==> config.mk <==
export PLATFORM = sky130hd
export DESIGN_NAME = intr_ctrl
export DESIGN_NICKNAME = d
export VERILOG_FILES = /design/src/intr_ctrl.sv
export VERILOG_INCLUDE_DIRS = /design/src
export SDC_FILE = /design/constraint.sdc
export NUM_CORES = 1
export LEC_CHECK = 0
export BUFFER_PORTS_ARGS = -buffer_cell sky130_fd_sc_hd__buf_2
export CORE_ASPECT_RATIO = 0.75
export CORE_MARGIN = 1
export CORE_UTILIZATION = 26
export DETAILED_ROUTE_END_ITERATION = 8
export GPL_TIMING_DRIVEN = 0
export PLACE_DENSITY = 0.77
export SETUP_SLACK_MARGIN = 0.1
export SYNTH_ARGS = -nofsm -noshare
export SYNTH_HDL_FRONTEND = slang
export SYNTH_SLANG_ARGS = --single-unit
export TNS_END_PERCENT = 1
==> constraint.sdc <==
create_clock -name clk48mhz_i -period 1.4 [get_ports clk48mhz_i]
set_input_delay 0.35 -clock clk48mhz_i [delete_from_list [all_inputs] [get_ports clk48mhz_i]]
set_output_delay 0.35 -clock clk48mhz_i [all_outputs]
set_load 0.02 [all_outputs]
==> src/soc_settings.svh <==
/*
 * SoC fabric constants: bus widths, memory map, device ids,
 * reset length and interrupt source count
 */
`ifndef SOC_SETTINGS_SVH
`define SOC_SETTINGS_SVH

// Bus geometry, word addressed with byte selects
`define DATA_W 32
`define ADDR_W 30
`define SEL_W 4

// Counted system reset
`define RST_CYCLES 16
`define RST_CNT_W 5

`define SOC_ID 6

// Memory map in words
`define RAM_BASE 'h000
`define RAM_WORDS 1024
`define DEVTBL_BASE 'h400
`define DEVTBL_WORDS 16
`define INTCTRL_BASE 'h410
`define INTCTRL_WORDS 16
// Size reported for the catch-all slot
`define INVALID_WORDS 1024

// Device ids as reported by the device table
`define ID_RAM 1
`define ID_DEVTBL 7
`define ID_INTCTRL 3
`define ID_INVALID 0

`define INTR_SRC_COUNT 2

`endif
==> src/intr_ctrl.sv <==
/*
 * Interrupt controller. Latches pending sources, requests service
 * while any is pending, claim by read and clear by write of word 0
 */
`timescale 1ns/1ns
`default_nettype none

`include "soc_settings.svh"

module intr_ctrl (
	input  logic                      clk48mhz_i,
	input  logic                      sys_rst_i,
	input  logic                      stb_i,
	input  logic                      we_i,
	input  logic [3:0]                adr_i,
	input  logic [`DATA_W-1:0]        dat_i,
	output logic [`DATA_W-1:0]        dat_o,
	output logic                      ack_o,
	input  logic [`INTR_SRC_COUNT-1:0] intr_src_i,
	output logic                      intr_rqst_o
);

	logic                       ack_q;
	logic                       access;
	logic                       clr_wr;
	logic [`INTR_SRC_COUNT-1:0] pending_q;
	logic [`INTR_SRC_COUNT-1:0] pending_nxt;
	logic [`DATA_W-1:0]         claim;

	assign access = stb_i & ~ack_q;
	assign clr_wr = access & we_i & (adr_i == 4'd0);

	// Lowest pending index, all ones when idle
	always_comb begin
		claim = '1;
		for (int i = `INTR_SRC_COUNT - 1; i >= 0; i--) begin
			if (pending_q[i]) begin
				claim = `DATA_W'(i);
			end
		end
	end

	always_comb begin
		pending_nxt = pending_q;
		if (clr_wr) begin
			for (int i = 0; i < `INTR_SRC_COUNT; i++) begin
				if (dat_i == `DATA_W'(i)) begin
					pending_nxt[i] = 1'b0;
				end
			end
		end
		// A new event beats a clear in the same cycle
		pending_nxt = pending_nxt | intr_src_i;
	end

	always_ff @(posedge clk48mhz_i) begin
		if (sys_rst_i) begin
			ack_q     <= 1'b0;
			pending_q <= '0;
		end else begin
			ack_q     <= access;
			pending_q <= pending_nxt;
		end
	end

	always_ff @(posedge clk48mhz_i) begin
		if (access) begin
			dat_o <= (adr_i == 4'd0) ? claim : '0;
		end
	end

	assign ack_o       = ack_q;
	assign intr_rqst_o = |pending_q;

endmodule

`default_nettype wire

# [After elaboration in Yosys (flattened, before gate mapping)]
# Cells that the tools add are included.
[totals] romBits=0 out_inout_bits=34 regBits=35 ramBits=0 n_memories=0 inputBits=42 latchBits=0
[op_classes] magnitude_cmp=0 multipliers=0 n_mux=4 eq_ne=1 shift=0 n_reduce_logical=4 n_addsub=0 div_mod_pow=0 bitwise=6
[op_table] op="$eq 32x1->1 const B" count=1
[op_table] op="$logic_not 32->1" count=1
[op_table] op="$mux 32" count=1
[op_table] op="$logic_not 4->1" count=1
[op_table] op="$reduce_or 2->1" count=2
[op_table] op="$and 1x1->1" count=3
[op_table] op="$mux 1" count=2
[op_table] op="$mux 2" count=1
[op_table] op="$not 1->1" count=2
[op_table] op="$or 2x2->2" count=1

# [Depth between registers and ports, before layout]
[depth] depth_word=6 mapped_depth=3

# [Worst setup path before layout]
# No wires, ideal clock.
[synth_path] path_kind="register to output" startpoint="register dat_o[30] (netlist name)" endpoint="output dat_o[10]" t_arrival_ns=1.148 stages_incl_launch_ff=2 path_slack_ns=-0.098 required_time_ns=1.050 path_cell_list="edfxtp_1 buf_4"
[synth_rtl] item="end, declared" line_no="intr_ctrl.sv:17" rtl="output logic [`DATA_W-1:0] dat_o,"

==> reports/metrics.cfg <==
[run_status]
status = finished, violations left
violations = negative setup slack

[route]
drc = 0
drt-initial-drc-count = 0
wl_per_cell_um = 9.84
vias = 679
ant_nets = 0
viasPerCell = 4.19
drt-pass1-iter-count = 1
wirelength_mm = 1.59

[die]
fp-row-count = 13
ioPinCount = 76
start_util_pct = 28.7
core_area_um2 = 1810
die_y_um = 40.7
die_area_um2 = 2180
die-width_um = 53.5

[timing]
rsz0062_at_grt = true
fin_crit_sh_pct = 103
fmax_mhz = 695
slew_headroom_pct = 80.4
finalSetupViolCount = 30
period_minus_slack_ns = 1.44
hold_slack_ns = 0.294
slew_viol_final = 0
finalClockSkew_ns = 0.00587
fin_setup_tns_ns = -1.07
worst_pin_slew_ns = 0.292
finalWorstSetupSlack_ns = -0.0394
hold_viol = 0

[synth]
yosys.area.top_type = buf_4
synth_area_leaders = buf_4 (43%), dfxtp_1 (12%), edfxtp_1 (12%), nor4_1 (4.8%), or4_1 (4.3%)
synth_area_per_cell_um2 = 8.78
syn-num-nets = 101
synthesis.area_um2 = 518
ys_types = 17
yosysSeqAreaShare_pct = 23.2
synth_seq_cells = 5
syn_inst = 59
yosys_warnings = 0
yosysTopAreaCellShare_pct = 43.5

[clock_tree]
cts_root_buf = clkbuf_4
clk_pin_slew_ns = 0.05
insertion_delay_ns = 0.25
cts_tree = done
htree_levels = 1
cts_buffer_depth = 2
cts_sinks = 5
cts_made_buffers = 3

[worst_setup_path]
endpoint_kind = output pin
timing.rr.end = pending_q[0]
worstPathMaxFanout = 16
r2r_cells = 3
crit_type = reg2out
r2r-start = ack_o
cp.arrival_ns = 1.09
required_ns = 1.05
r2r_slack_ns = 0.33
start_kind = flop

[global_routing]
grt_pass1_vias = 513
grt_pass1_wl_mm = 1.87
antenna_found_initial = 0
gr-total-overflow = 0
grtUsageTotal_pct = 12.3
grt_max_degree = 17

[cells_and_area]
final_cell_count_no_fill = 162
fin_nets = 183
area_growth_pct = 132
multi_input_area_um2 = 189
nFillCells = 138
drive_above_1_share_pct = 84.3
fin_util_pct = 66.7
diodes = 0
regArea_um2 = 121
final_cell_mix = buf_2 (41), buf_6 (36), buf_4 (30)
layout_commonest_cell = buf_2

[worst_hold_path]
min_to = ack_o
worstHoldPathCells = 2
min_from = sys_rst_i
hold_class = in2reg

[power]
ir_drop_mv = 0.418
power_density_nw_per_um2 = 559
leakage_nw = 0.653

[place]
globalplace.congestion = 0.718
dp.cells = 156
io_buffers = 75
hpwl_mm = 1.14
place_ws_ns = -0.237

[flow_run]
maxCapViolations = 0

[sequential cells by signal (all words and copies together), names as in the netlist]
| signal | count |
|---|---|
| pending_q | 2 |
| dat_o | 2 |
| ack_o | 1 |
[area by class of cell]
cell class | instances | area share [%]
Clock buffer | 4 | 2.18
Tap cell | 22 | 2.29
Multi-Input combinational cell | 23 | 15.7
Buffer | 30 | 18.7
Timing Repair Buffer | 77 | 50.7
Inverter | 1 | 0.312
Sequential cell | 5 | 10.1
[critical path, stage by stage, from the launching register on]
cell,delay (ns)
edfxtp_1,0.41
buf_6,0.18
buf_4,0.14
buf_6,0.12
[metrics by stage]
step	power, mW	area (um^2)
global route	0.702	1200
CTS	0.603	982
floorplan	0.320	518
finish	0.672	1200
detailed placement	0.424	921
global placement	0.418	921
[report_power, final]
group	switching [mW]	internal, mW	leakage, nW
sequential	0.00481	0.161	0.0455
combinational	0.139	0.197	0.593
clock	0.0619	0.108	0.0150
total	0.206	0.466	0.653
[cell families (layout without fill, tap and decap cells)]
kind of cell / Yosys count / count (layout) / share of synthesized area [%]
flops: 5 / 5 / 23.2
buf+inv: 31 / 112 / 44.2
compound gates: 4 / 4 / 6.28
simple gates: 19 / 19 / 26.3
[layer usage]
metal / part of all wire (%) / wire length, um / track usage [%] / vias to the layer above
met5: 0 / 0 / 0 / -
met3: 14 / 219 / 4.44 / 2
met4: 0.69 / 11 / 3.95 / 0
met1: 34 / 540 / 9.23 / 282
li1: - / - / - / 341
met2: 52 / 823 / 28.7 / 54
[worst max-delay path by stage]
stage | from | to | slack [ns] | cells after the start
2_1_floorplan | dat_o[30] | dat_o[10] | -0.1 | 1
3_3_place_gp | adr_i[1] | pending_q[0] | -0.22 | 4
3_5_place_dp | adr_i[1] | pending_q[0] | -0.24 | 4
4_1_cts | dat_o[30] | dat_o[10] | -0.05 | 3
5_1_grt | dat_o[30] | dat_o[27] | -0.07 | 3
6_report | dat_o[30] | dat_o[5] | -0.04 | 3
[Yosys cell counts]
cell type and instances:
a41oi_1 2, and4_1 1, buf_4 30, dfxtp_1 3, edfxtp_1 2, inv_1 1, nand2b_1 1, nor2_1 4
nor2b_1 1, nor3_1 1, nor4_1 4, nor4_4 1, o21bai_1 2, or2_2 1, or3b_2 1, or4_1 3
or4_4 1
[what timing repair did]
action | 4_1_cts | 5_1_grt
hold buffers | 0 | 0
gates resized for setup | 6 | 66
pin swaps | 5 | 5
setup endpoints to repair | 34 | 33
setup buffers | 2 | 0
No activity file was read; power rests on OpenSTA's default activity.
