File: src/soc_settings.svh
/*
 * SoC fabric constants: bus widths, memory map, device ids,
 * reset length and interrupt source count
 */
`ifndef SOC_SETTINGS_SVH
`define SOC_SETTINGS_SVH

// Bus geometry, word addressed with byte selects
`define DATA_W 32
`define ADDR_W 30
`define SEL_W 4

// Counted system reset
`define RST_CYCLES 16
`define RST_CNT_W 5

`define SOC_ID 6

// Memory map in words
`define RAM_BASE 'h000
`define RAM_WORDS 1024
`define DEVTBL_BASE 'h400
`define DEVTBL_WORDS 16
`define INTCTRL_BASE 'h410
`define INTCTRL_WORDS 16
// Size reported for the catch-all slot
`define INVALID_WORDS 1024

// Device ids as reported by the device table
`define ID_RAM 1
`define ID_DEVTBL 7
`define ID_INTCTRL 3
`define ID_INVALID 0

`define INTR_SRC_COUNT 2

`endif
File: src/soc_pkg.sv
/*
 * SoC fabric types: bus slots, reset commands and
 * reset sequencer states
 */
`default_nettype none

package soc_pkg;

	// Bus slot index, also the order of the device table
	typedef enum logic [1:0] {
		SLOT_RAM     = 2'd0,
		SLOT_DEVTBL  = 2'd1,
		SLOT_INTCTRL = 2'd2,
		SLOT_INVALID = 2'd3
	} slot_e;

	// Encoding follows the two reset control bits {bit1, bit0}
	typedef enum logic [1:0] {
		RST_NONE = 2'b00,
		RST_OFF  = 2'b01,
		RST_WARM = 2'b10,
		RST_COLD = 2'b11
	} rst_cmd_e;

	typedef enum logic [1:0] {
		RST_COUNT = 2'd0,
		RST_RUN   = 2'd1,
		RST_HALT  = 2'd2
	} rst_state_e;

endpackage

`default_nettype wire

File: src/rst_sequencer.sv
/*
 * System reset sequencer. Counts the reset down after the button,
 * restarts it on software warm/cold reset and holds it on power-off
 */
`timescale 1ns/1ns
`default_nettype none

`include "soc_settings.svh"

module rst_sequencer (
	input  logic              clk48mhz_i,
	input  logic              rst_p,
	input  soc_pkg::rst_cmd_e rst_cmd_i,
	output logic              sys_rst_o
);

	soc_pkg::rst_state_e   state_q;
	logic [`RST_CNT_W-1:0] cnt_q;

	always_ff @(posedge clk48mhz_i) begin
		if (rst_p) begin
			state_q <= soc_pkg::RST_COUNT;
			cnt_q   <= `RST_CNT_W'(`RST_CYCLES);
		end else begin
			case (state_q)
				soc_pkg::RST_COUNT: begin
					// Last counted edge releases the system
					if (cnt_q == `RST_CNT_W'(1)) begin
						state_q <= soc_pkg::RST_RUN;
					end
					cnt_q <= cnt_q - `RST_CNT_W'(1);
				end
				soc_pkg::RST_RUN: begin
					case (rst_cmd_i)
						// No global cold reset here, both restart the count
						soc_pkg::RST_COLD,
						soc_pkg::RST_WARM: begin
							state_q <= soc_pkg::RST_COUNT;
							cnt_q   <= `RST_CNT_W'(`RST_CYCLES);
						end
						soc_pkg::RST_OFF: begin
							state_q <= soc_pkg::RST_HALT;
						end
						default: begin
							state_q <= soc_pkg::RST_RUN;
						end
					endcase
				end
				soc_pkg::RST_HALT: begin
					// Powered off, only the button brings it back
					state_q <= soc_pkg::RST_HALT;
				end
				default: begin
					state_q <= soc_pkg::RST_COUNT;
					cnt_q   <= `RST_CNT_W'(`RST_CYCLES);
				end
			endcase
		end
	end

	assign sys_rst_o = (state_q != soc_pkg::RST_RUN);

endmodule

`default_nettype wire

File: config.mk
export PLATFORM = sky130hd
export DESIGN_NAME = rst_sequencer
export DESIGN_NICKNAME = d
export VERILOG_FILES = /design/src/soc_pkg.sv /design/src/rst_sequencer.sv
export VERILOG_INCLUDE_DIRS = /design/src
export SDC_FILE = /design/constraint.sdc
export NUM_CORES = 1
export LEC_CHECK = 0
export BUFFER_PORTS_ARGS = -buffer_cell sky130_fd_sc_hd__buf_2
export CELL_PAD_IN_SITES_DETAIL_PLACEMENT = 0
export CELL_PAD_IN_SITES_GLOBAL_PLACEMENT = 1
export CORE_AREA = 2 2 39 41
export CTS_CLUSTER_SIZE = 14
export DETAILED_ROUTE_END_ITERATION = 12
export DIE_AREA = 0 0 41 43
export PLACE_DENSITY_LB_ADDON = 0.1
export RECOVER_POWER = 50
export SYNTH_ARGS = -nofsm -noshare
export SYNTH_HDL_FRONTEND = slang
export SYNTH_SLANG_ARGS = --single-unit
File: constraint.sdc
create_clock -name clk48mhz_i -period 1.2 [get_ports clk48mhz_i]
set_input_delay 0.3 -clock clk48mhz_i [delete_from_list [all_inputs] [get_ports clk48mhz_i]]
set_output_delay 0.3 -clock clk48mhz_i [all_outputs]
set_load 0.005 [all_outputs]
; Word-level counts from Yosys, hierarchy flattened
; Cells that the tools add are included.
[classes]
add_sub_neg = 1
multipliers = 0
div_mod_pow = 0
n_lt_le_gt_ge = 0
eq_ne = 9
shifts = 0
mux = 5
bitwise = 1
n_reduce_logical = 3
[op_table]
columns = operator, n
row1 = one-hot mux 5 bit (3 select lines), 1
row2 = == test 2 bit (second input constant), 3
row3 = one-hot mux 2 bit (3 select lines), 1
row4 = == test 5 x 1 -> 1 bit (second input constant), 1
row5 = 2-to-1 mux 5 bit, 1
row6 = subtractor 5 x 1 -> 5 bit (second input constant), 1
row7 = == test 2 x 1 -> 1 bit (second input constant), 2
row8 = != test 2 bit (second input constant), 2
row9 = one-hot mux 2 bit (2 select lines), 1
row10 = zero test 2 bit, 1
row11 = 2-to-1 mux 2 bit, 1
row12 = != test 2 x 1 -> 1 bit (second input constant), 1
row13 = AND reduction 2 bit, 1
row14 = OR reduction 2 bit, 1
row15 = inverter 1 bit, 1
[word_totals]
register_bits = 7
latchBits = 0
ramBits = 0
romBits = 0
input_bits = 4
output_inout_bits = 1
elab_cells = 21
n_memories = 0

; Depth between registers and ports, before layout
[depth]
depth_word = 4
mapped_depth = 5
mapped_depth_nobuf = 5

; Least setup slack after synthesis
; No wires, ideal clock.
[synth_timing]
kind = reg2reg
start = register cnt_q[0]
end = register cnt_q[2]
setup_time_ns = 0.127
arrival_ns = 0.965
t_required_ns = 1.073
path_slack_ns = 0.108
stages_incl_launch_ff = 6
n_path_buf = 0
synth_period_minus_slack_ns = 1.092
cell_sequence = dfxtp_1 inv_1 ha_1 nor4b_2 a31oi_1 a21oi_1
[synth_via]
elab_chain_cells = 2
[synth_rtl]
columns = element, line_no
row1 = "start, declared", rst_sequencer.sv:18  ; logic [`RST_CNT_W-1:0] cnt_q;
row2 = "start signal, assigned", rst_sequencer.sv:23  ; cnt_q <= `RST_CNT_W'(`RST_CYCLES);
row3 = "start signal, assigned", rst_sequencer.sv:31  ; cnt_q <= cnt_q - `RST_CNT_W'(1);
row4 = "start signal, assigned", rst_sequencer.sv:39  ; cnt_q <= `RST_CNT_W'(`RST_CYCLES);
row5 = subtractor 5 x 1 -> 5 bit, rst_sequencer.sv:31
row6 = one-hot mux 5 bit (3 select lines), rst_sequencer.sv:25  ; case (state_q)
; No other way between the ends.
; A chain may end at the register's enable or synchronous reset.

; Worst setup path after layout
[layout_timing]
start = register state_q[1]
end = output port sys_rst_o
[layout_via]
elab_chain_cells = 1
[layout_rtl]
columns = element, line_no
row1 = "start, declared", rst_sequencer.sv:17  ; soc_pkg::rst_state_e state_q;
row2 = "start signal, assigned", rst_sequencer.sv:22  ; state_q <= soc_pkg::RST_COUNT;
row3 = "start signal, assigned", rst_sequencer.sv:29  ; state_q <= soc_pkg::RST_RUN;
row4 = "start signal, assigned", rst_sequencer.sv:38  ; state_q <= soc_pkg::RST_COUNT;
row5 = != test 2 x 1 -> 1 bit, rst_sequencer.sv:61  ; assign sys_rst_o = (state_q != soc_pkg::RST_RUN);
row6 = "end, declared", rst_sequencer.sv:14  ; output logic sys_rst_o
; No other way between the ends.

==> results.md <==
* Netlist cell types at 27
* H-tree Lvls at 1
* Crit path DAT at 0.88 ns
* WL final at 1.11 mm
* Worst path required time at 0.90 ns
* Clk root buf: clkbuf_4
* CTS tree: yes
* Adder-cell share of the synthesized area at 0.0580
* CTS buffer count at 3
* Starting DRT DRC Count at 11
* Critical path origin: state_q[1]$_SDFFE_PP0P_
* RSZ-0062 raised after global routing: yes
* Hold path start: rst_cmd_i[1]
* Max cap viols at 0
* Most used flip-flop cell after synthesis: dfxtp_1
* GR peak layer: met2
* Leak at 0.235 nW
* Fin nets at 70
* Routability cong. at 0.784
* HPWL Detailed at 851 µm
* Share of cells above drive strength 1 at 0.317
* Period utilization at 0.985
* Total track usage at 0.165
* Clk buf depth at 2
* DRC at 0
* Fraction of registers with async set/reset at 0
* Crit path time final at 1.18 ns
* Kind of critical path: reg -> out
* Final setup vio count at 0
* FF+latch count, synth at 7
* CP startpoint kind: flop
* Run status: finished, final reports clean
* Die W at 41 µm
* Clk_skew at 0.00594 ns
* Core area at 1380 µm²
* Area share of and/or/nand/nor cells after synthesis at 0.322
* Grt ovf at 0
* XOR/XNOR Fraction of Synth Area at 0
* Port buffer count at 4
* P&R area growth vs syn at 29.0%
* Crit Path Max Fanout at 7
* Most frequent cells in the layout: buf_4, inv_1, nor3_1, dfxtp_1, a21oi_1
* Number of routed nets with antenna violations at 0
* ANT cells at 0
* Post-CTS Hold Fix Bufs at 0
* Crit. End Element: output port
* Slew HR at 0.826
* Hold Violations, Final at 0
* Largest net degree at the start of global routing at 8
* Met2 Use GR at 0.263
* Syn avg cell area at 8.46 µm²
* Drt first pass iters at 4
* Reg clk slew, reported paths at 0.06 ns
* Post-synthesis net count at 57
* Post-Syn Area at 432 µm²
* Reg-to-reg startpoint: state_q[0]$_SDFFE_PP0P_
* Die area at 1760 µm²
* Initial antenna violation count at 0
* Via count at 418
* IO Pins at 5
* Proportion of synthesized area in mux cells at 0.0232
* Core occupancy in the finished layout at 0.402
* FMAX at 846 MHz
* Initial Utilization at 0.312
* DP Worst Slack at 0.0633 ns
* Met3 GRT Util at 0.0890
* Drt wl/cell at 14.0 µm
* Die Ht at 43 µm
* Largest family of logic cells by synthesized area: simple AND/OR/NAND/NOR gates
* Max VDD drop at 0.760 mV
* Vias in the first global route at 463
* Synth Warn # at 0
* Min-delay worst type: in -> reg
* Pwr/cell area at 1510 nW/µm²
* Number of flops mapped to enable cells by yosys at 0
* Clock Latency Late Sink at 0.26 ns
* Slew @ Worst Pin at 0.260 ns
* Sequential-to-total area share from yosys stat at 0.325
* Row count at 14
* Synth Instances at 51
* Clk sinks at 7
* Via density at 5.29
* First-pass GRT wire length at 1.95 mm
* Synth Area in Compound Gates at 0.191
* Setup ws final at 0.0179 ns
* Commonest non-fill, non-tap cell in the layout: buf_4
* Met1 Use GR at 0.181
* Max-slew violation count at 0
## final timing paths
path | endpoint | slack (ns) | cells past startpoint
setup / recovery | sys_rst_o | 0.02 | 2
hold / removal | state_q[1]$_SDFFE_PP0P_ | 0.37 | 3
setup reg to reg | cnt_q[0]$_SDFFE_PP0P_ | 0.08 | 4
hold reg to reg | state_q[0]$_SDFFE_PP0P_ | 0.49 | 1
## cell usage after synthesis, drive strengths merged, types with 2 or more instances
library cell  count  share of area
a21oi             4          0.046
a31oi             2          0.029
buf               2          0.029
dfxtp             7           0.32
ha                2          0.058
inv               5          0.043
nand2b            3          0.043
nand3             2          0.023
nand3b            2          0.035
nor2              2          0.017
nor3              6          0.081
## final cells by class
cell class	instances	area, µm²
Fill cell	154	827
Multi-Input combinational cell	36	272
Sequential cell	7	145
Timing Repair Buffer	11	75.1
Clock buffer	4	26.3
Tap cell	16	20.0
Inverter	5	18.8
## worst max-delay path, stage by stage (launching register included)
cell and delay, ns:
dfxtp_4 0.37, nand2b_4 0.15, buf_6 0.11
## power by group
| group | switching [mW] | internal [mW] |
|---|---|---|
| Combinational | 0.128 | 0.147 |
| Sequential | 0.0623 | 0.284 |
| Clock | 0.0927 | 0.127 |
## timing repair
action,in CTS,in global routing
setup buffers,1,0
pin swaps,0,0
gates resized for setup,3,4
setup endpoints to repair,1,5
## metal layers
metal,vias to the layer above,wire length [µm]
met3,0,64
li1,206,-
met1,200,450
met2,12,591
met4,0,0
met5,-,0
## sequential cells by signal (all words and copies together) (netlist names)
register and count:
cnt_q 5, state_q 2
## through the flow
step                total power [mW]  std cells   TNS, ns  hold WS (ns)  instance area (µm²)
floorplan                      0.530         51         0         0.473                  432
CTS                            0.834         79         0         0.362                  546
finish                         0.842         79         0         0.366                  557
global route                   0.906         79  -0.00494         0.377                  557
detailed placement             0.612         74         0         0.517                  500
global placement               0.592         74         0         0.509                  500
## cell families (layout without fill, tap and decap cells)
kind of cell,after synthesis,after routing
flip-flops,7,7
buffers and inverters,8,20
AND/OR/NAND/NOR,21,21
adder cells (fa/ha/maj),2,2
AO/OA/AOI/OAI,12,12
multiplexers,1,1
Note: power is estimated with default switching activity, not from simulation.
