<file path="config.mk">
export PLATFORM = sky130hd
export DESIGN_NAME = bus_decoder
export DESIGN_NICKNAME = d
export VERILOG_FILES = /design/src/soc_pkg.sv /design/src/bus_decoder.sv
export VERILOG_INCLUDE_DIRS = /design/src
export SDC_FILE = /design/constraint.sdc
export NUM_CORES = 1
export LEC_CHECK = 0
export BUFFER_PORTS_ARGS = -buffer_cell sky130_fd_sc_hd__buf_2
export CORE_ASPECT_RATIO = 0.6
export CORE_MARGIN = 10
export CORE_UTILIZATION = 29
export DETAILED_ROUTE_END_ITERATION = 6
export PLACE_DENSITY = 0.83
export SLEW_MARGIN = 5
export SYNTH_ARGS = -nofsm -noshare
export SYNTH_HDL_FRONTEND = slang
export SYNTH_SLANG_ARGS = --single-unit
export TNS_END_PERCENT = 50
</file>
<file path="constraint.sdc">
create_clock -name clk48mhz_i -period 3.17 [get_ports clk48mhz_i]
set_input_delay 0.317 -clock clk48mhz_i [delete_from_list [all_inputs] [get_ports clk48mhz_i]]
set_output_delay 0.317 -clock clk48mhz_i [all_outputs]
set_load 0.01 [all_outputs]
</file>
<file path="src/soc_settings.svh">
/*
 * SoC fabric constants: bus widths, memory map, device ids,
 * reset length and interrupt source count
 */
`ifndef SOC_SETTINGS_SVH
`define SOC_SETTINGS_SVH

// Bus geometry, word addressed with byte selects
`define DATA_W 32
`define ADDR_W 30
`define SEL_W 4

// Counted system reset
`define RST_CYCLES 16
`define RST_CNT_W 5

`define SOC_ID 6

// Memory map in words
`define RAM_BASE 'h000
`define RAM_WORDS 1024
`define DEVTBL_BASE 'h400
`define DEVTBL_WORDS 16
`define INTCTRL_BASE 'h410
`define INTCTRL_WORDS 16
// Size reported for the catch-all slot
`define INVALID_WORDS 1024

// Device ids as reported by the device table
`define ID_RAM 1
`define ID_DEVTBL 7
`define ID_INTCTRL 3
`define ID_INVALID 0

`define INTR_SRC_COUNT 2

`endif
</file>
<file path="src/soc_pkg.sv">
/*
 * SoC fabric types: bus slots, reset commands and
 * reset sequencer states
 */
`default_nettype none

package soc_pkg;

	// Bus slot index, also the order of the device table
	typedef enum logic [1:0] {
		SLOT_RAM     = 2'd0,
		SLOT_DEVTBL  = 2'd1,
		SLOT_INTCTRL = 2'd2,
		SLOT_INVALID = 2'd3
	} slot_e;

	// Encoding follows the two reset control bits {bit1, bit0}
	typedef enum logic [1:0] {
		RST_NONE = 2'b00,
		RST_OFF  = 2'b01,
		RST_WARM = 2'b10,
		RST_COLD = 2'b11
	} rst_cmd_e;

	typedef enum logic [1:0] {
		RST_COUNT = 2'd0,
		RST_RUN   = 2'd1,
		RST_HALT  = 2'd2
	} rst_state_e;

endpackage

`default_nettype wire

</file>
<file path="src/bus_decoder.sv">
/*
 * Wishbone address decoder. Routes the strobe to one slave region,
 * muxes read data and ack back, and answers unmapped accesses itself
 */
`timescale 1ns/1ns
`default_nettype none

`include "soc_settings.svh"

module bus_decoder (
	input  logic               clk48mhz_i,
	input  logic               sys_rst_i,
	input  logic               wb_cyc_i,
	input  logic               wb_stb_i,
	input  logic [`ADDR_W-1:0] wb_adr_i,
	output logic               ram_stb_o,
	input  logic [`DATA_W-1:0] ram_dat_i,
	input  logic               ram_ack_i,
	output logic               devtbl_stb_o,
	input  logic [`DATA_W-1:0] devtbl_dat_i,
	input  logic               devtbl_ack_i,
	output logic               intr_stb_o,
	input  logic [`DATA_W-1:0] intr_dat_i,
	input  logic               intr_ack_i,
	output logic [`DATA_W-1:0] wb_dat_o,
	output logic               wb_ack_o
);

	soc_pkg::slot_e slot;
	logic           req;
	logic           inv_ack_q;

	// Offset wraps around below the base, so one compare covers both ends
	function automatic logic in_region(
		input logic [`ADDR_W-1:0] adr,
		input logic [`ADDR_W-1:0] base,
		input logic [`ADDR_W-1:0] words
	);
		logic [`ADDR_W-1:0] ofs;
		ofs = adr - base;
		return (ofs < words);
	endfunction

	always_comb begin
		if (in_region(wb_adr_i, `ADDR_W'(`RAM_BASE), `ADDR_W'(`RAM_WORDS))) begin
			slot = soc_pkg::SLOT_RAM;
		end else if (in_region(wb_adr_i, `ADDR_W'(`DEVTBL_BASE),
				`ADDR_W'(`DEVTBL_WORDS))) begin
			slot = soc_pkg::SLOT_DEVTBL;
		end else if (in_region(wb_adr_i, `ADDR_W'(`INTCTRL_BASE),
				`ADDR_W'(`INTCTRL_WORDS))) begin
			slot = soc_pkg::SLOT_INTCTRL;
		end else begin
			slot = soc_pkg::SLOT_INVALID;
		end
	end

	assign req          = wb_cyc_i & wb_stb_i;
	assign ram_stb_o    = req & (slot == soc_pkg::SLOT_RAM);
	assign devtbl_stb_o = req & (slot == soc_pkg::SLOT_DEVTBL);
	assign intr_stb_o   = req & (slot == soc_pkg::SLOT_INTCTRL);

	// Invalid device, acks with zero data and drops writes
	always_ff @(posedge clk48mhz_i) begin
		if (sys_rst_i) begin
			inv_ack_q <= 1'b0;
		end else begin
			inv_ack_q <= req & (slot == soc_pkg::SLOT_INVALID) & ~inv_ack_q;
		end
	end

	// Master holds the address until ack, so the live decode picks the return path
	always_comb begin
		case (slot)
			soc_pkg::SLOT_RAM: begin
				wb_dat_o = ram_dat_i;
				wb_ack_o = ram_ack_i;
			end
			soc_pkg::SLOT_DEVTBL: begin
				wb_dat_o = devtbl_dat_i;
				wb_ack_o = devtbl_ack_i;
			end
			soc_pkg::SLOT_INTCTRL: begin
				wb_dat_o = intr_dat_i;
				wb_ack_o = intr_ack_i;
			end
			default: begin
				wb_dat_o = '0;
				wb_ack_o = inv_ack_q;
			end
		endcase
	end

endmodule

`default_nettype wire

</file>
# After elaboration in Yosys (flattened, before gate mapping)
# Cells that the tools add are included.
# W data, S select, Z words.
# word_totals
regBits,1
inputBits,133
elab_cells,22
# classes
add_sub_neg,2
magnitude_cmp,3
eq_ne,3
mux,5
bitwise_logic,7
n_reduce_logical,1
# op_table
cell,count
$pmux W32 S3,1
$lt A30 B5 Y1 const B,2
$sub A30 B11 Y30 const B,2
$lt A30 B11 Y1 const B,1
$and A1 B1 Y1,6
$eq A2 B2 Y1 const B,2
$mux W2,2
$pmux W1 S3,1
$eq A2 B1 Y1 const B,1
$logic_not A2 Y1,1
$mux W1,1
$not A1 Y1,1

# Logic depth before layout (Yosys ltp)
# Gate-level depths: netlist (run 1).
# depth
depth_word,8
mapped_depth,10
mapped_depth_nobuf,6

# Worst setup path before layout (run 1)
# No wires, ideal clock.
# synth_path
kind,input-to-output
start,input wb_adr_i[14]
end,output wb_ack_o
arrival_time_ps,2659
slack_ps,194
stages,9
path_cell_list,or3_1 -> buf_2 -> or4_4 -> buf_6 -> nor4b_1 -> nor4_1 -> or3_1 -> buf_6 -> a211oi_1
# synth_between
elab_chain_len,7
elab_cells_between_ends,12
cone_classes,add/sub: 2; order compare: 3; eq/ne: 2; mux: 4; reduce/logical: 1
# synth_rtl
element,line_no,text
from (decl),bus_decoder.sv:15,"input logic [`ADDR_W-1:0] wb_adr_i,"
$sub A30 B11 Y30,bus_decoder.sv:40,ofs = adr - base;
$lt A30 B5 Y1,bus_decoder.sv:41,return (ofs < words);
$mux W1,bus_decoder.sv:50,"end else if (in_region(wb_adr_i, `ADDR_W'(`INTCTRL_BASE),"
$mux W2,bus_decoder.sv:47,"end else if (in_region(wb_adr_i, `ADDR_W'(`DEVTBL_BASE),"
$mux W2 (*),bus_decoder.sv:45,"if (in_region(wb_adr_i, `ADDR_W'(`RAM_BASE), `ADDR_W'(`RAM_WORDS))) begin"
"$eq A2 B2 Y1, or another cell as far along",bus_decoder.sv:74,case (slot)
$pmux W1 S3 (*),bus_decoder.sv:74,
to (decl),bus_decoder.sv:26,output logic wb_ack_o
# Every way passes the cells marked *; elsewhere a longest branch is shown, timed or not.

# Final worst setup path (run 1)
# Same ends and word-level chain as after synthesis.

==> results of run 1 <==
how the worst min path moves through the flow:
| stage | endpoint | from | depth (start not counted) | slack, ns |
|---|---|---|---|---|
| floorplan | inv_ack_q | sys_rst_i | 1 | 0.39 |
| global placement | inv_ack_q | sys_rst_i | 2 | 0.48 |
| detailed placement | inv_ack_q | sys_rst_i | 2 | 0.49 |
| CTS | inv_ack_q | sys_rst_i | 2 | 0.49 |
| global route | inv_ack_q | sys_rst_i | 2 | 0.49 |
| finish | inv_ack_q | sys_rst_i | 2 | 0.49 |
per-layer routing:
layer  track usage  vias up
met5             0        -
met4       0.00903        0
met3        0.0546        4
met2         0.309      108
met1         0.201      881
li1              -      991
critical path, delay by kind of cell:
kind	cells	cell delay, ns
AOI/OAI and AO/OA	2	0.38
and+or+nand+nor	4	1.67
buffers and inverters	3	0.41
cells in the mapped netlist (2+ instances only):
cell type	number	area, um2
a22oi_1	32	240
nand3_1	3	15.0
o31a_1	2	17.5
nor4_1	10	62.6
o21ai_2	2	17.5
nor3_1	8	40.0
inv_1	34	128
a21oi_1	2	10.0
clkbuf_1	3	11.3
or3_1	7	43.8
nor4b_1	4	35.0
nand2_1	5	18.8
buf_2	4	20.0
nor2_1	9	33.8
o21ai_1	27	135
buf_6	5	56.3
or4_1	2	15.0
o21ai_0	3	15.0
a211oi_1	2	15.0
power by group through the flow:
stage | clock (W) | combinational [W] | sequential, W
6_report | 0 | 0.000126 | 0.0000135
2_1_floorplan | 0 | 0.0000274 | 0.0000135
4_1_cts | 0 | 0.000121 | 0.0000135
5_1_grt | 0 | 0.000140 | 0.0000135
3_3_place_gp | 0 | 0.000116 | 0.0000135
3_5_place_dp | 0 | 0.000121 | 0.0000135
metrics by stage:
stage | cell area [um2] | TNS, ns
2_1_floorplan | 1050 | 0
3_3_place_gp | 1950 | 0
3_5_place_dp | 1950 | 0
4_1_cts | 1950 | 0
5_1_grt | 2010 | -0.841
6_report | 2010 | 0
cells by family after synthesis:
family | share of synthesized area
xor+xnor | 0.00837
compound gates | 0.468
buf+inv | 0.206
simple gates | 0.299
flops | 0.0191
what timing repair did:
item | in CTS | in global routing
endpoints found under the setup margin | 0 | 33
gates resized for setup | 0 | 10
buffers inserted | 0 | 0
hold buffers | 0 | 0
cell type report:
class / instances / area share
repair buffers: 176 / 0.461
multi-input cells: 130 / 0.437
inverters: 34 / 0.0635
well taps: 45 / 0.0280
flip-flops and latches: 1 / 0.00996
==> impl_metrics.ini, run 1 <==
[critical_path]
ff2ff_setup_slack_ns = 2.29
r2r-end = inv_ack_q
ff2ff_path_depth = 2
criticalPathCategory = in -> out
crit_chain = buf_2 -> or3_1 -> buf_4 -> nand4bb_1 -> or4_4 -> or3_1 -> a211oi_1 -> a211oi_1 -> buf_2
setup.worst_path.end = wb_ack_o
end_kind = primary output
start_kind = primary input
slowest_delay_ns = 0.62
cp.arrival_ns = 2.79
setup.worst_path.start = wb_adr_i[14]
worstReg2RegStart = inv_ack_q
critPathMaxFanout = 6
cp_data_required_time_ns = 2.85
crit_path_top_delay_cell = or4_4

[route]
topRoutingLayerUsed = met4
viasPerCell = 5.14
wire_per_inst_um = 16.6
drt_drc_violations_left = 0
drt-met1-wl_um = 2490
routed_wirelength_um = 6420
routed-via-count = 1984
dr_wl_met3_um = 682
drt_pre_antenna_iters = 4
wl_met2_um = 3210
drtAntennaViolNets = 0
first_iter_violations = 90

[power_and_ir_drop]
comb_power_share = 0.904
clkPwrFrac = 0
seq_power_share = 0.096
p_per_area_nw_per_um2 = 69.5
switchingPower_w = 0.0000543
p_total_w = 0.000140
max-vdd-ir-drop_uv = 101
switching_share = 0.388
internal_power_w = 0.0000855
p_leak_nw = 1.12

[global_route]
grt_usage = 0.170
grt_pass1_vias = 1986
grt_overflow = 0
antenna_found_initial = 0
grt_pass1_wl_um = 9510
grt_max_degree = 29

[timing]
period_needed_ns = 3.10
clock_skew_ns = 0
setup_slack_ns = 0.0677
final_max_slew_viol_count = 0
whs_ns = 0.490
setup_viol = 0
finalHoldViolations = 0
fmax_mhz = 322
relSlewSlack = 0.436
worst_pin_slew_ns = 0.844
period_share = 0.979

[final_layout]
final_common_cell = buf_2
regMostFlops = inv_ack_q
layout.cells.non_filler = 386
final_util = 0.598
antennaDiodeCount = 0
drive_gt1_frac = 0.551
num-nets-final = 476
area_growth_pct = 92.2
largest_reg_flops = 1
top_regs = inv_ack_q: 1 flops
nFillCells = 332
layout_common_cells = 164 x buf_2, 34 x inv_1, 32 x a22oi_1
regArea_um2 = 20.0
multiInputGateArea_um2 = 880

[logic_synthesis]
syn_area_per_cell_um2 = 5.91
synth.cell_area_um2 = 1050
ys_seq_area_frac = 0.0191
synth_flop_cell = dfxtp_1
ys_seq_elements = 1
synth_edf_count = 0
syn-num-nets = 310
async_flop_share = 0
yosysWarnings = 0
synth.distinct_cells = 32
synthCells = 177

[clock_tree]
clk_latency_ns = 0
path_clk_slew_ns = 0

[place]
port_buffers = 164
routabilityCongestion = 0.872
dp_hpwl_um = 5660
place_ws_ns = 0.0170
dp.cells = 386

[die]
start_util = 0.311
die_area_um2 = 6490
num_rows = 16
pin_count = 169
die_x_um = 97.5
die_height_um = 66.5
core-area_um2 = 3360

[flow_run]
cap_viol_max_count = 0

[outcome]
status = finished clean

[hold_path]
hold_path_class = in -> reg
Note: power is estimated with default switching activity, not from simulation.
==> inputs of run 2 (changes only) <==
--- a/config.mk
+++ b/config.mk
@@ -11,7 +11,7 @@
 export CORE_MARGIN = 10
 export CORE_UTILIZATION = 29
 export DETAILED_ROUTE_END_ITERATION = 6
-export PLACE_DENSITY = 0.83
+export PLACE_DENSITY = 0.92
 export SLEW_MARGIN = 5
 export SYNTH_ARGS = -nofsm -noshare
 export SYNTH_HDL_FRONTEND = slang
==> constraint.sdc (replaced) <==
create_clock -name clk48mhz_i -period 2.9 [get_ports clk48mhz_i]
set_input_delay 0.29 -clock clk48mhz_i [delete_from_list [all_inputs] [get_ports clk48mhz_i]]
set_output_delay 0.29 -clock clk48mhz_i [all_outputs]
set_load 0.01 [all_outputs]
==> run 2 against run 1 <==
Effect of this change:
- the flow now finishes with violations (negative setup slack)
- register-to-register slack worse by 0.45 ns
- global-route usage increased by 0.94 points
- combinational power is 17% higher
- first-iteration DRC count rose by 34%
- die area is the same
- clock skew did not move
- worst setup slack got worse by 0.12 ns
==> impl_metrics.ini, run 2 (synthesis results as in run 1) <==
[final_layout]
final_common_cell = buf_2
regMostFlops = inv_ack_q
area_growth_pct = 106
layout_common_cells = 163 x buf_2, 34 x inv_1, 31 x a22oi_1
largest_reg_flops = 1
antennaDiodeCount = 0
layout.cells.non_filler = 396
fin_area_um2 = 2160
num-nets-final = 486
top_regs = inv_ack_q: 1 flops
drive_gt1_frac = 0.581

[place]
dpl_cell_area_um2 = 2010
dp_hpwl_um = 5740
port_buffers = 164
routabilityCongestion = 0.911
dp.cells = 393

[die]
die_x_um = 97.5
num_rows = 16
pin_count = 169
start_util = 0.311
core-area_um2 = 3360
die_area_um2 = 6490
die_height_um = 66.5

[timing]
setup_viol = 1
period_needed_ns = 2.95
clock_skew_ns = 0
period_share = 1.02
relSlewSlack = 0.447
fmax_mhz = 339
whs_ns = 0.468
finalHoldViolations = 0
final_max_slew_viol_count = 0
worst_pin_slew_ns = 0.828
finalSetupTns_ns = -0.0514
setup_slack_ns = -0.0514
rsz0062_at_grt = true

[global_route]
use_met2 = 0.335
grt_usage = 0.179
grt_pass1_vias = 2071
grt_pass1_wl_um = 10100
grt_overflow = 0
antenna_found_initial = 0
grt_util_met3 = 0.0587
grt_max_degree = 33
grt_use_met1 = 0.208
top_usage_layer = met2

[critical_path]
start_kind = primary input
cp_data_required_time_ns = 2.61
cp.arrival_ns = 2.66
criticalPathCategory = in -> out
critPathMaxFanout = 7
end_kind = primary output

[power_and_ir_drop]
max-vdd-ir-drop_uv = 114
p_per_area_nw_per_um2 = 75.4
p_leak_nw = 1.18

[route]
drt_pre_antenna_iters = 4
wire_per_inst_um = 16.8
routed-via-count = 2012
routed_wirelength_um = 6660
drt_drc_violations_left = 0
first_iter_violations = 121
drtAntennaViolNets = 0
viasPerCell = 5.08

[clock_tree]
path_clk_slew_ns = 0
clk_latency_ns = 0
cts_hold_buffers = 0

[hold_path]
hold_path_class = in -> reg

[outcome]
failed_checks = negative setup slack
status = complete, but fails checks

[flow_run]
cap_viol_max_count = 0
## run 2: cell type report
| cell class | instances | area [um2] |
|---|---|---|
| well taps | 45 | 56.3 |
| repair buffers | 186 | 1020 |
| multi-input cells | 130 | 928 |
| inverters | 34 | 128 |
| fillers | 310 | 1210 |
| flip-flops and latches | 1 | 20.0 |
## run 2: routing by layer
metal  up-vias  wire [um]  part of all wire
li1       1009          -                 -
met5         -          0                 0
met4         0          0                 0
met2       119       3320              0.50
met3         0        789              0.12
met1       884       2550              0.38
## run 2: report_power, final
part	internal [W]	total (W)	leakage, nW	switching, W
Combinational	0.0000859	0.000147	1.17	0.0000614
Clock	0	0	0	0
Sequential	0.0000146	0.0000152	0.00820	0.000000527
## run 2: worst paths after layout
check | from | cells past startpoint | slack, ns | to
max | wb_adr_i[18] | 9 | -0.05 | wb_ack_o
max reg2reg | inv_ack_q | 3 | 1.84 | inv_ack_q
min | sys_rst_i | 2 | 0.47 | inv_ack_q
min reg2reg | inv_ack_q | 3 | 0.74 | inv_ack_q
## run 2: repair_timing
item,in CTS,in global routing
pin swaps,6,0
endpoints found under the setup margin,34,35
setup buffers,3,0
resized for setup,18,4
## run 2: stage by stage
| step | setup WS (ns) | power, W | utilization |
|---|---|---|---|
| 6_report | -0.0514 | 0.000162 | 0.641 |
| 5_1_grt | -0.109 | 0.000177 | 0.641 |
| 4_1_cts | -0.00661 | 0.000159 | 0.631 |
| 3_5_place_dp | -0.189 | 0.000152 | 0.596 |
| 3_3_place_gp | -0.0874 | 0.000147 | 0.596 |
| 2_1_floorplan | -0.0119 | 0.0000450 | - |
## run 2: worst max-delay path, stage by stage
cell	delay (ns)
buf_6	0.09
or3_1	0.36
or4_4	0.58
buf_6	0.16
o31a_1	0.35
or3_4	0.37
a211oi_4	0.24
a211oi_2	0.06
buf_2	0.15
